==> src/cpu_bus_pkg.sv <==
package cpu_bus_pkg;

  localparam int WORD_W    = 32;  // Data and address word
  localparam int PIN_W     = 8;   // Pin bus width
  localparam int FRAME_LEN = 9;   // Phases per bus frame

  // One bus frame, one phase per clock
  typedef enum logic [3:0] {
    PH_STEP = 4'd0,  // CPU steps here
    PH_OUT0 = 4'd1,  // Address and write data, byte 0
    PH_OUT1 = 4'd2,
    PH_OUT2 = 4'd3,
    PH_OUT3 = 4'd4,
    PH_IN0  = 4'd5,  // Read data, byte 0
    PH_IN1  = 4'd6,
    PH_IN2  = 4'd7,
    PH_IN3  = 4'd8   // Last phase, wraps to PH_STEP
  } bus_phase_e;

  // Instruction opcode in bits 31:28, operand in bits 15:0
  typedef enum logic [3:0] {
    OP_NOP   = 4'h0,
    OP_LOAD  = 4'h1,  // acc = mem[op]
    OP_STORE = 4'h2,  // mem[op] = acc
    OP_ADD   = 4'h3,  // acc = acc + mem[op]
    OP_SUB   = 4'h4,  // acc = acc - mem[op]
    OP_AND   = 4'h5,  // acc = acc & mem[op]
    OP_JMP   = 4'h6,  // pc = op
    OP_JZ    = 4'h7   // pc = op when acc is zero
  } opcode_e;

endpackage
==> src/cpu_bus_if.sv <==
`timescale 1ns/1ps

interface cpu_bus_if import cpu_bus_pkg::*; ();

  logic [WORD_W-1:0] addr;   // Request address
  logic [WORD_W-1:0] wdata;  // Write data
  logic              rw;     // 1 = read, 0 = write
  logic              step;   // One-cycle pulse in PH_STEP
  logic [WORD_W-1:0] rdata;  // Word read in the previous frame

  modport core (
    output addr,
    output wdata,
    output rw,
    input  step,
    input  rdata
  );

  modport handler (
    input  addr,
    input  wdata,
    input  rw,
    output step,
    output rdata
  );

endinterface

==> src/cpu_bus_top.sv <==
`timescale 1ns/1ps

module cpu_bus_top import cpu_bus_pkg::*; #(
  parameter logic [WORD_W-1:0] RESET_PC = '0
) (
  input  logic             clk,
  input  logic             rst_n,
  input  logic [PIN_W-1:0] uio_in,
  output logic [PIN_W-1:0] uo_out,   // Address bytes
  output logic [PIN_W-1:0] uio_out,  // Write data bytes
  output logic [PIN_W-1:0] uio_oe,
  output logic             frame_start
);

  cpu_bus_if bus_if ();

  cpu_core #(
    .RESET_PC (RESET_PC)
  ) u_core (
    .clk   (clk),
    .rst_n (rst_n),
    .bus   (bus_if.core)
  );

  bus_handler u_handler (
    .clk         (clk),
    .rst_n       (rst_n),
    .pin_in      (uio_in),
    .pin_addr    (uo_out),
    .pin_data    (uio_out),
    .pin_oe      (uio_oe),
    .frame_start (frame_start),
    .bus         (bus_if.handler)
  );

endmodule

==> src/cpu_core.sv <==
`timescale 1ns/1ps

module cpu_core import cpu_bus_pkg::*; #(
  parameter logic [WORD_W-1:0] RESET_PC = '0
) (
  input  logic    clk,
  input  logic    rst_n,
  cpu_bus_if.core bus
);

  // Kind of frame the next step starts
  typedef enum logic {
    ST_FETCH,
    ST_EXEC
  } cpu_state_e;

  cpu_state_e        state;
  logic [WORD_W-1:0] pc;        // Address of the next fetch
  logic [WORD_W-1:0] acc;
  logic [WORD_W-1:0] ir;        // Instruction in its execute frame
  logic [WORD_W-1:0] acc_next;
  logic [WORD_W-1:0] operand;   // Of the word just fetched
  opcode_e           ir_op;
  opcode_e           new_op;
  logic              jump_taken;

  assign ir_op   = opcode_e'(ir[31:28]);
  assign new_op  = opcode_e'(bus.rdata[31:28]);
  assign operand = WORD_W'(bus.rdata[15:0]);

  // acc is already current when the jump is decoded
  assign jump_taken = (new_op == OP_JMP) || (new_op == OP_JZ && acc == '0);

  // Result of the execute frame, read word in rdata
  always_comb begin
    case (ir_op)
      OP_LOAD: acc_next = bus.rdata;
      OP_ADD:  acc_next = acc + bus.rdata;
      OP_SUB:  acc_next = acc - bus.rdata;
      OP_AND:  acc_next = acc & bus.rdata;
      default: acc_next = acc;  // NOP, STORE, jumps, undefined
    endcase
  end

  always_ff @(posedge clk) begin
    if (!rst_n) begin
      state     <= ST_FETCH;
      pc        <= RESET_PC;
      acc       <= '0;
      ir        <= '0;  // Behaves as NOP on the first step
      bus.addr  <= RESET_PC;
      bus.wdata <= '0;
      bus.rw    <= 1'b1;
    end else if (bus.step) begin
      case (state)
        ST_FETCH: begin
          acc       <= acc_next;
          bus.addr  <= pc;
          bus.wdata <= '0;
          bus.rw    <= 1'b1;
          state     <= ST_EXEC;
        end
        default: begin
          // Fetched word is in rdata, issue the operand access
          ir        <= bus.rdata;
          bus.addr  <= operand;
          bus.wdata <= acc;
          bus.rw    <= (new_op != OP_STORE);
          pc        <= jump_taken ? operand : pc + 1'b1;
          state     <= ST_FETCH;
        end
      endcase
    end
  end

  // Writes only come out of a STORE's execute frame
  a_write_store : assert property (
    @(posedge clk) disable iff (!rst_n)
    !bus.rw |-> (state == ST_FETCH) && (ir_op == OP_STORE)
  );

endmodule

==> src/bus_handler.sv <==
`timescale 1ns/1ps

module bus_handler import cpu_bus_pkg::*; (
  input  logic             clk,
  input  logic             rst_n,
  input  logic [PIN_W-1:0] pin_in,
  output logic [PIN_W-1:0] pin_addr,
  output logic [PIN_W-1:0] pin_data,
  output logic [PIN_W-1:0] pin_oe,
  output logic             frame_start,
  cpu_bus_if.handler       bus
);

  bus_phase_e        phase;
  logic              step;
  logic              last_phase;
  logic [WORD_W-1:0] word;
  logic              word_done;

  assign last_phase = (phase == bus_phase_e'(FRAME_LEN - 1));

  // Free-running frame counter, step is registered alongside it
  always_ff @(posedge clk) begin
    if (!rst_n) begin
      phase <= PH_STEP;
      step  <= 1'b1;  // First cycle out of reset starts a frame
    end else begin
      phase <= last_phase ? PH_STEP : bus_phase_e'(phase + 1'b1);
      step  <= last_phase;
    end
  end

  assign frame_start = step;
  assign bus.step    = step;
  assign bus.rdata   = word;

  bus_out_lane u_out_lane (
    .clk      (clk),
    .rst_n    (rst_n),
    .phase    (phase),
    .addr     (bus.addr),
    .wdata    (bus.wdata),
    .rw       (bus.rw),
    .pin_addr (pin_addr),
    .pin_data (pin_data),
    .pin_oe   (pin_oe)
  );

  bus_in_lane u_in_lane (
    .clk       (clk),
    .rst_n     (rst_n),
    .phase     (phase),
    .pin_in    (pin_in),
    .word      (word),
    .word_done (word_done)
  );

  a_step_phase : assert property (
    @(posedge clk) disable iff (!rst_n)
    step |-> phase == PH_STEP
  );

  // The CPU may only move its request on a step
  a_rw_hold : assert property (
    @(posedge clk) disable iff (!rst_n)
    $changed(bus.rw) |-> $past(step)
  );

  // Read word lands in the last phase, right before the next step
  a_word_timing : assert property (
    @(posedge clk) disable iff (!rst_n)
    step |-> ##(FRAME_LEN-1) word_done ##1 step
  );

endmodule

==> src/bus_in_lane.sv <==
`timescale 1ns/1ps

module bus_in_lane import cpu_bus_pkg::*; (
  input  logic              clk,
  input  logic              rst_n,
  input  bus_phase_e        phase,
  input  logic [PIN_W-1:0]  pin_in,
  output logic [WORD_W-1:0] word,
  output logic              word_done
);

  logic [WORD_W-1:0] shadow;    // Bytes collected so far
  logic              in_phase;  // One of PH_IN0..PH_IN3
  logic [1:0]        byte_sel;

  assign in_phase  = (phase >= PH_IN0);
  assign byte_sel  = 2'(phase - PH_IN0);
  assign word_done = (phase == PH_IN3);  // Word completes at this edge

  always_ff @(posedge clk) begin
    if (in_phase) begin
      shadow[PIN_W*byte_sel +: PIN_W] <= pin_in;
    end
  end

  // Top byte arrives on the same edge that publishes the word
  always_ff @(posedge clk) begin
    if (!rst_n) begin
      word <= '0;
    end else if (word_done) begin
      word <= {pin_in, shadow[WORD_W-PIN_W-1:0]};
    end
  end

endmodule

==> src/bus_out_lane.sv <==
`timescale 1ns/1ps

module bus_out_lane import cpu_bus_pkg::*; (
  input  logic              clk,
  input  logic              rst_n,
  input  bus_phase_e        phase,
  input  logic [WORD_W-1:0] addr,
  input  logic [WORD_W-1:0] wdata,
  input  logic              rw,
  output logic [PIN_W-1:0]  pin_addr,
  output logic [PIN_W-1:0]  pin_data,
  output logic [PIN_W-1:0]  pin_oe
);

  logic       out_phase;  // One of PH_OUT0..PH_OUT3
  logic [1:0] byte_sel;   // Byte index within the word

  assign out_phase = (phase >= PH_OUT0) && (phase <= PH_OUT3);
  assign byte_sel  = 2'(phase - PH_OUT0);

  // Pins lag the phase by one cycle
  always_ff @(posedge clk) begin
    if (!rst_n) begin
      pin_addr <= '0;
      pin_data <= '0;
      pin_oe   <= '0;
    end else begin
      pin_oe <= rw ? '0 : '1;  // Whole frame follows the request
      if (out_phase) begin
        pin_addr <= addr[PIN_W*byte_sel +: PIN_W];
        pin_data <= rw ? '0 : wdata[PIN_W*byte_sel +: PIN_W];  // Quiet on reads
      end else begin
        pin_addr <= '0;
        pin_data <= '0;
      end
    end
  end

  // The enable only flips with a new request, seen on the pins one phase later
  a_oe_frame : assert property (
    @(posedge clk) disable iff (!rst_n)
    (pin_oe == '0 || pin_oe == '1) &&
    ($changed(pin_oe) -> $past(phase) == PH_OUT0)
  );

endmodule

==> config.mk <==
export PLATFORM = sky130hd
export DESIGN_NAME = cpu_bus_top
export DESIGN_NICKNAME = d
export VERILOG_FILES = /design/src/cpu_bus_pkg.sv /design/src/cpu_bus_if.sv /design/src/cpu_bus_top.sv /design/src/cpu_core.sv /design/src/bus_handler.sv /design/src/bus_in_lane.sv /design/src/bus_out_lane.sv
export SDC_FILE = /design/constraint.sdc
export NUM_CORES = 1
export LEC_CHECK = 0
export ABC_AREA = 1
export BUFFER_PORTS_ARGS = -buffer_cell sky130_fd_sc_hd__buf_4
export CAP_MARGIN = 5
export CORE_MARGIN = 2
export CORE_UTILIZATION = 40
export CTS_CLUSTER_SIZE = 24
export DETAILED_ROUTE_END_ITERATION = 6
export GPL_ROUTABILITY_DRIVEN = 0
export GPL_TIMING_DRIVEN = 0
export HOLD_SLACK_MARGIN = 0.02
export PLACE_DENSITY = 0.59
export SETUP_SLACK_MARGIN = 0.2
export SLEW_MARGIN = 0
export SYNTH_ARGS = -nofsm -noshare
export SYNTH_HDL_FRONTEND = slang
export SYNTH_HIERARCHICAL = 1
export SYNTH_SLANG_ARGS = --single-unit
==> constraint.sdc <==
create_clock -name clk -period 6.33 [get_ports clk]
set_input_delay 1.266 -clock clk [delete_from_list [all_inputs] [get_ports clk]]
set_output_delay 1.266 -clock clk [all_outputs]
set_load 0.03 [all_outputs]
==> flow_metrics.env, run 1 <==
export IMPL_outcome="complete, no violations"
export IMPL_cts_resized=0
export IMPL_wl_per_cell_um=16.5
export IMPL_fin_total_pwr_mw=3.51
export IMPL_worst_setup_path_end_kind="register"
export IMPL_dp_cells=2601
export IMPL_finalHoldViolCount=0
export IMPL_hold_path_class="register to register"
export IMPL_grt_max_degree=14
export IMPL_nFillCells=3610
export IMPL_required_ns=6.77
export IMPL_fin_crit_ns=4.14
export IMPL_pin_count=35
export IMPL_drive_gt1_share_pct=6.98
export IMPL_arrival_ns=4.58
export IMPL_cts_num_sinks=212
export IMPL_cts_hold_buf=0
export IMPL_start_util_pct=40.3
export IMPL_synth_cells=2119
export IMPL_preCtsSetupSlack_ns=2.34
export IMPL_crit_fanout=6
export IMPL_num_vias=13300
export IMPL_netlist_area_mm2=0.0134
export IMPL_cts_made_buffers=24
export IMPL_cts_root_buffer_cell="clkbuf_16"
export IMPL_final_setup_tns_ns=0
export IMPL_fin_ws_ns=2.19
export IMPL_area_delta_synth_final_pct=11.4
export IMPL_period_share_pct=65.4
export IMPL_fmax_ghz=0.242
export IMPL_leakagePower_nw=7.07
export IMPL_core_mm2=0.0333
export IMPL_ctsHtreeMaxLevel=1
export IMPL_maxCapViolCount=0
export IMPL_rsz0062_at_grt="false"
export IMPL_clk_latency_ns=0.53
export IMPL_slew_viol_final=0
export IMPL_slew_headroom_pct=48.8
export IMPL_via_per_inst=5.03
export IMPL_fin_worst_skew_ns=0.0193
export IMPL_critical_path_class="register to register"
export IMPL_pwr_density_cell_mw_per_mm2=235
export IMPL_holdWs_ns=0.464
export IMPL_route_detailed_drc=0
export IMPL_clkSlewWorstSetupHoldPaths_ns=0.06
export IMPL_vdd_drop_max_v=0.000258
export IMPL_syn_num_nets=2174
export IMPL_cp_start_kind="register"
export IMPL_grt_pass1_wl_um=67900
export IMPL_cts_setup_buffers=0
export IMPL_cts_path_max_buffers=3
export IMPL_drtIter0Drc=1054
export IMPL_drt_first_pass_iters=5
export IMPL_finalNonFillerCells=2641
export IMPL_layout_nets=2234
export IMPL_grt_overflow=0
export IMPL_antenna_found_initial=0
export IMPL_setup_viol=0
export IMPL_ant_nets=0
export IMPL_grt_use_total_pct=24.4
export IMPL_die_x_um=187
export IMPL_avgSynthCellArea_um2=6.33
export IMPL_die_area_mm2=0.0350
export IMPL_yosys_warnings=6
export IMPL_tightestPinTransition_ns=0.765
export IMPL_die_h_um=187
export IMPL_port_buffer_count=34
export IMPL_rows=67
export IMPL_antenna_cells=0
export IMPL_grt_pass1_vias=12400
export IMPL_cts_tree="built"
export IMPL_hpwl_um=34000
export IMPL_wl_um=43600
[flip-flops by register name (all words and copies together), names as in the netlist, 4 cells and up]
register	cells
u_core/bus.wdata	32
u_core/acc	32
u_core/ir	4
u_handler/u_out_lane/pin_data	8
u_handler/phase	4
u_handler/u_out_lane/pin_addr	8
u_core/bus.addr	32
u_core/pc	32
u_handler/u_in_lane/shadow	24
u_handler/u_in_lane/word	32
[metrics by stage]
step                      util (%)  cell area [um^2]
final                         44.9             14900
after global routing          44.9             14900
after CTS                     44.9             14900
after detailed placement      42.7             14200
after global placement        42.7             14200
after floorplan                  -             13400
[path summary, 6_finish.rpt]
check / from / end / slack [ns] / cells after the start
hold / removal: u_core/bus.addr[31] / u_core/bus.addr[31] / 0.46 / 2
setup / recovery: u_handler/u_in_lane/word[0] / u_core/acc[28] / 2.19 / 20
setup reg to reg: u_handler/u_in_lane/word[0] / u_core/acc[28] / 2.19 / 20
hold reg to reg: u_core/bus.addr[31] / u_core/bus.addr[31] / 0.46 / 2
[cell usage in the layout (no fill, tap or decap), drive strengths merged, types with 7 or more instances in the layout]
cell	n
nand4	24
ha	44
o211ai	7
a21oi	154
buf	83
o21ai	63
xor2	47
nor2	224
xnor2	9
edfxtp	24
clkinv	8
nand3	130
dfxtp	188
nor4	8
nor3	48
inv	351
clkbuf	70
nand2	676
[worst max-delay path: stages, from the launching register on]
cell	delay, ns
dfxtp_1	0.41
inv_1	0.21
ha_1	0.21
nand2_1	0.09
nor3_2	0.24
nand4_1	0.17
nor2_1	0.36
nand3_1	0.20
nand2_1	0.14
o21ai_0	0.12
xor2_1	0.19
ha_1	0.42
nand2_1	0.14
nor3_1	0.33
and2_1	0.18
nand2_1	0.10
nand3_1	0.12
nand3_1	0.17
nand2_1	0.11
nand2_1	0.05
a21oi_1	0.10
[report_power, final]
group          internal [mW]  switching, mW
sequential              1.37         0.0234
combinational          0.246          0.572
clock                  0.731          0.565
[per-layer routing]
metal | GRT usage, % | vias up | wire [um]
met4 | 9.22 | 0 | 1810
met2 | 39.2 | 430 | 19100
met1 | 33.2 | 6026 | 19900
li1 | - | 6705 | -
met5 | 0 | - | 0
met3 | 3.53 | 111 | 2790
[final cells by class]
| class | count | area [um^2] | share of cell area, % |
|---|---|---|---|
| inverter | 354 | 1330 | 8.92 |
| buffer | 85 | 487 | 3.26 |
| clock buffer | 34 | 668 | 4.47 |
| sequential | 212 | 4480 | 30.0 |
| timing repair buffer | 34 | 255 | 1.71 |
| tap | 448 | 561 | 3.75 |
| clock inverter | 6 | 42.5 | 0.285 |
| multi-input combinational | 1468 | 7100 | 47.6 |
Note: power is estimated with default switching activity, not from simulation.
==> run 2, diff against run 1 <==
--- a/config.mk
+++ b/config.mk
@@ -15,7 +15,7 @@
 export GPL_ROUTABILITY_DRIVEN = 0
 export GPL_TIMING_DRIVEN = 0
 export HOLD_SLACK_MARGIN = 0.02
-export PLACE_DENSITY = 0.59
+export PLACE_DENSITY = 0.61
 export SETUP_SLACK_MARGIN = 0.2
 export SLEW_MARGIN = 0
 export SYNTH_ARGS = -nofsm -noshare
==> constraint.sdc (replaced) <==
create_clock -name clk -period 3.7 [get_ports clk]
set_input_delay 0.74 -clock clk [delete_from_list [all_inputs] [get_ports clk]]
set_output_delay 0.74 -clock clk [all_outputs]
set_load 0.03 [all_outputs]
==> flow_metrics.env, run 2 (same netlist as run 1, synthesis figures left out) <==
export IMPL_outcome="finished with violations"
export IMPL_violations="DRC"
export IMPL_arrival_ns=3.79
export IMPL_critical_path_cell_chain="inv_2 -> ha_1 -> nand2_1 -> nor3_2 -> nand4_1 -> nor2_4 -> nand3_2 -> nand2_2 -> xor2_2 -> ha_1 -> buf_4 -> nand2_1 -> inv_1 -> a21oi_1 -> nand2_1 -> a21oi_2 -> nand2_1 -> nand2_1 -> nand3_2 -> nand2_1 -> nand2_1 -> a21oi_1"
export IMPL_grt_max_degree=14
export IMPL_fin_total_pwr_mw=6.29
export IMPL_route_detailed_drc=1
export IMPL_r2r_start="u_handler/u_in_lane/word[0]"
export IMPL_crit_fanout=6
export IMPL_area_delta_synth_final_pct=14.7
export IMPL_hold_depth=2
export IMPL_ant_nets=0
export IMPL_grt_pass1_wl_um=67600
export IMPL_via_per_inst=5.07
export IMPL_finalNonFillerCells=2651
export IMPL_wl_um=43600
export IMPL_cts_root_buffer_cell="clkbuf_16"
export IMPL_period_share_pct=90.5
export IMPL_die_x_um=187
export IMPL_final_cell_mix="nand2_1, inv_1, nor2_1, dfxtp_1, a21oi_1"
export IMPL_required_ns=4.14
export IMPL_cts_path_max_buffers=3
export IMPL_tightestPinTransition_ns=0.729
export IMPL_antenna_cells=0
export IMPL_clkSlewWorstSetupHoldPaths_ns=0.06
export IMPL_pin_count=35
export IMPL_grt_overflow=0
export IMPL_slowest_delay_ns=0.38
export IMPL_leakagePower_nw=7.22
export IMPL_hold_path_class="register to register"
export IMPL_preCtsSetupSlack_ns=-0.253
export IMPL_critical_path_class="register to register"
export IMPL_final_core_util_pct=46.2
export IMPL_r2r_slack_ns=0.35
export IMPL_holdCritStartpoint="u_core/bus.wdata[10]"
export IMPL_critical_path_top_delay_family="simple AND/OR/NAND/NOR gates"
export IMPL_path_depth=22
export IMPL_ctsHtreeMaxLevel=1
export IMPL_cts_made_buffers=23
export IMPL_maxCapViolCount=0
export IMPL_setup_viol=0
export IMPL_fin_ws_ns=0.351
export IMPL_pwr_density_cell_mw_per_mm2=409
export IMPL_drive_gt1_share_pct=11.0
export IMPL_worst_setup_path_end_kind="register"
export IMPL_slew_viol_final=0
export IMPL_cp_common_cell="nand2_1"
export IMPL_finalHoldViolCount=0
export IMPL_antenna_found_initial=0
export IMPL_port_buffer_count=34
export IMPL_rsz0062_at_grt="true"
export IMPL_cp_start_kind="register"
export IMPL_slew_headroom_pct=51.4
export IMPL_vdd_drop_max_v=0.000287
export IMPL_worst_path_max_delay_cell="dfxtp_4"
export IMPL_die_h_um=187
export IMPL_final_common_cell="nand2_1"
export IMPL_cts_num_sinks=212
export IMPL_fin_crit_ns=3.35
export IMPL_hpwl_um=33600
export IMPL_cp_num_buf_inv=3
export IMPL_dp_cells=2601
export IMPL_layout_nets=2242
export IMPL_fin_worst_skew_ns=0.0257
export IMPL_r2r_end="u_core/acc[29]"
export IMPL_wl_per_cell_um=16.4
export IMPL_placed_area_mm2=0.0142
export IMPL_num_vias=13500
export IMPL_die_area_mm2=0.0350
export IMPL_design_area_mm2=0.0154
export IMPL_core_mm2=0.0333
export IMPL_start_util_pct=40.3
export IMPL_reg2reg_depth=22
export IMPL_rows=67
export IMPL_clk_latency_ns=0.53
export IMPL_cts_tree="built"
export IMPL_grt_use_total_pct=24.2
export IMPL_grt_pass1_vias=12400
export IMPL_drt_first_pass_iters=7
export IMPL_drtIter0Drc=1239
export IMPL_fmax_ghz=0.299
export IMPL_min_to="u_core/bus.wdata[10]"
## run 2: worst min-delay path: cells and delay by family (launching register included)
family / cells / cell delay (ns)
flops: 1 / 0.31
simple gates: 1 / 0.06
compound gates: 1 / 0.05
## run 2: metal layers
layer / wire [um] / global-route usage, % / vias up
li1: - / - / 6724
met1: 19200 / 33.1 / 6127
met2: 19300 / 39.1 / 490
met3: 3110 / 2.46 / 109
met4: 1940 / 9.89 / 0
met5: 0 / 0 / -
## run 2: worst max path at each step
| stage | from | end | slack, ns |
|---|---|---|---|
| 6_report | u_handler/u_in_lane/word[0] | u_core/acc[29] | 0.35 |
| 5_1_grt | u_handler/u_in_lane/word[0] | u_core/acc[27] | 0.15 |
| 4_1_cts | u_handler/u_in_lane/word[1] | u_core/acc[27] | 0.21 |
| 3_5_place_dp | u_handler/u_in_lane/word[1] | u_core/acc[28] | -0.25 |
| 3_3_place_gp | u_handler/u_in_lane/word[1] | u_core/acc[28] | -0.21 |
| 2_1_floorplan | u_handler/u_in_lane/word[0] | u_core/acc[27] | 0.84 |
## run 2: area by class of cell
type                    count  area (um^2)
fillers                  3520        17900
multi-input cells        1468         7420
flip-flops and latches    212         4490
inverters                 354         1340
clock buffers              33          663
well taps                 448          561
plain buffers              85          493
repair buffers             43          323
clock inverters             8         96.3
## run 2: what timing repair did
| action | in CTS | in global routing |
|---|---|---|
| setup buffers | 4 | 5 |
| hold endpoints to repair | 0 | 0 |
| gates cloned | 0 | 0 |
| gates resized for setup | 27 | 67 |
| setup endpoints to repair | 14 | 22 |
| hold buffers | 0 | 0 |
| pin swaps | 7 | 19 |
## run 2: report_power, final
group / total (mW) / internal, mW / leakage [nW] / switching, mW
registers: 2.39 / 2.35 / 1.74 / 0.0415
logic: 1.55 / 0.495 / 5.11 / 1.06
clock network: 2.35 / 1.38 / 0.374 / 0.965
total: 6.29 / 4.23 / 7.22 / 2.06
## run 2: stage by stage
step,TNS (ns),hold WS (ns)
after CTS,0,0.455
final,0,0.464
after global placement,-0.263,0.454
after floorplan,0,0.406
after detailed placement,-0.378,0.456
after global routing,0,0.468
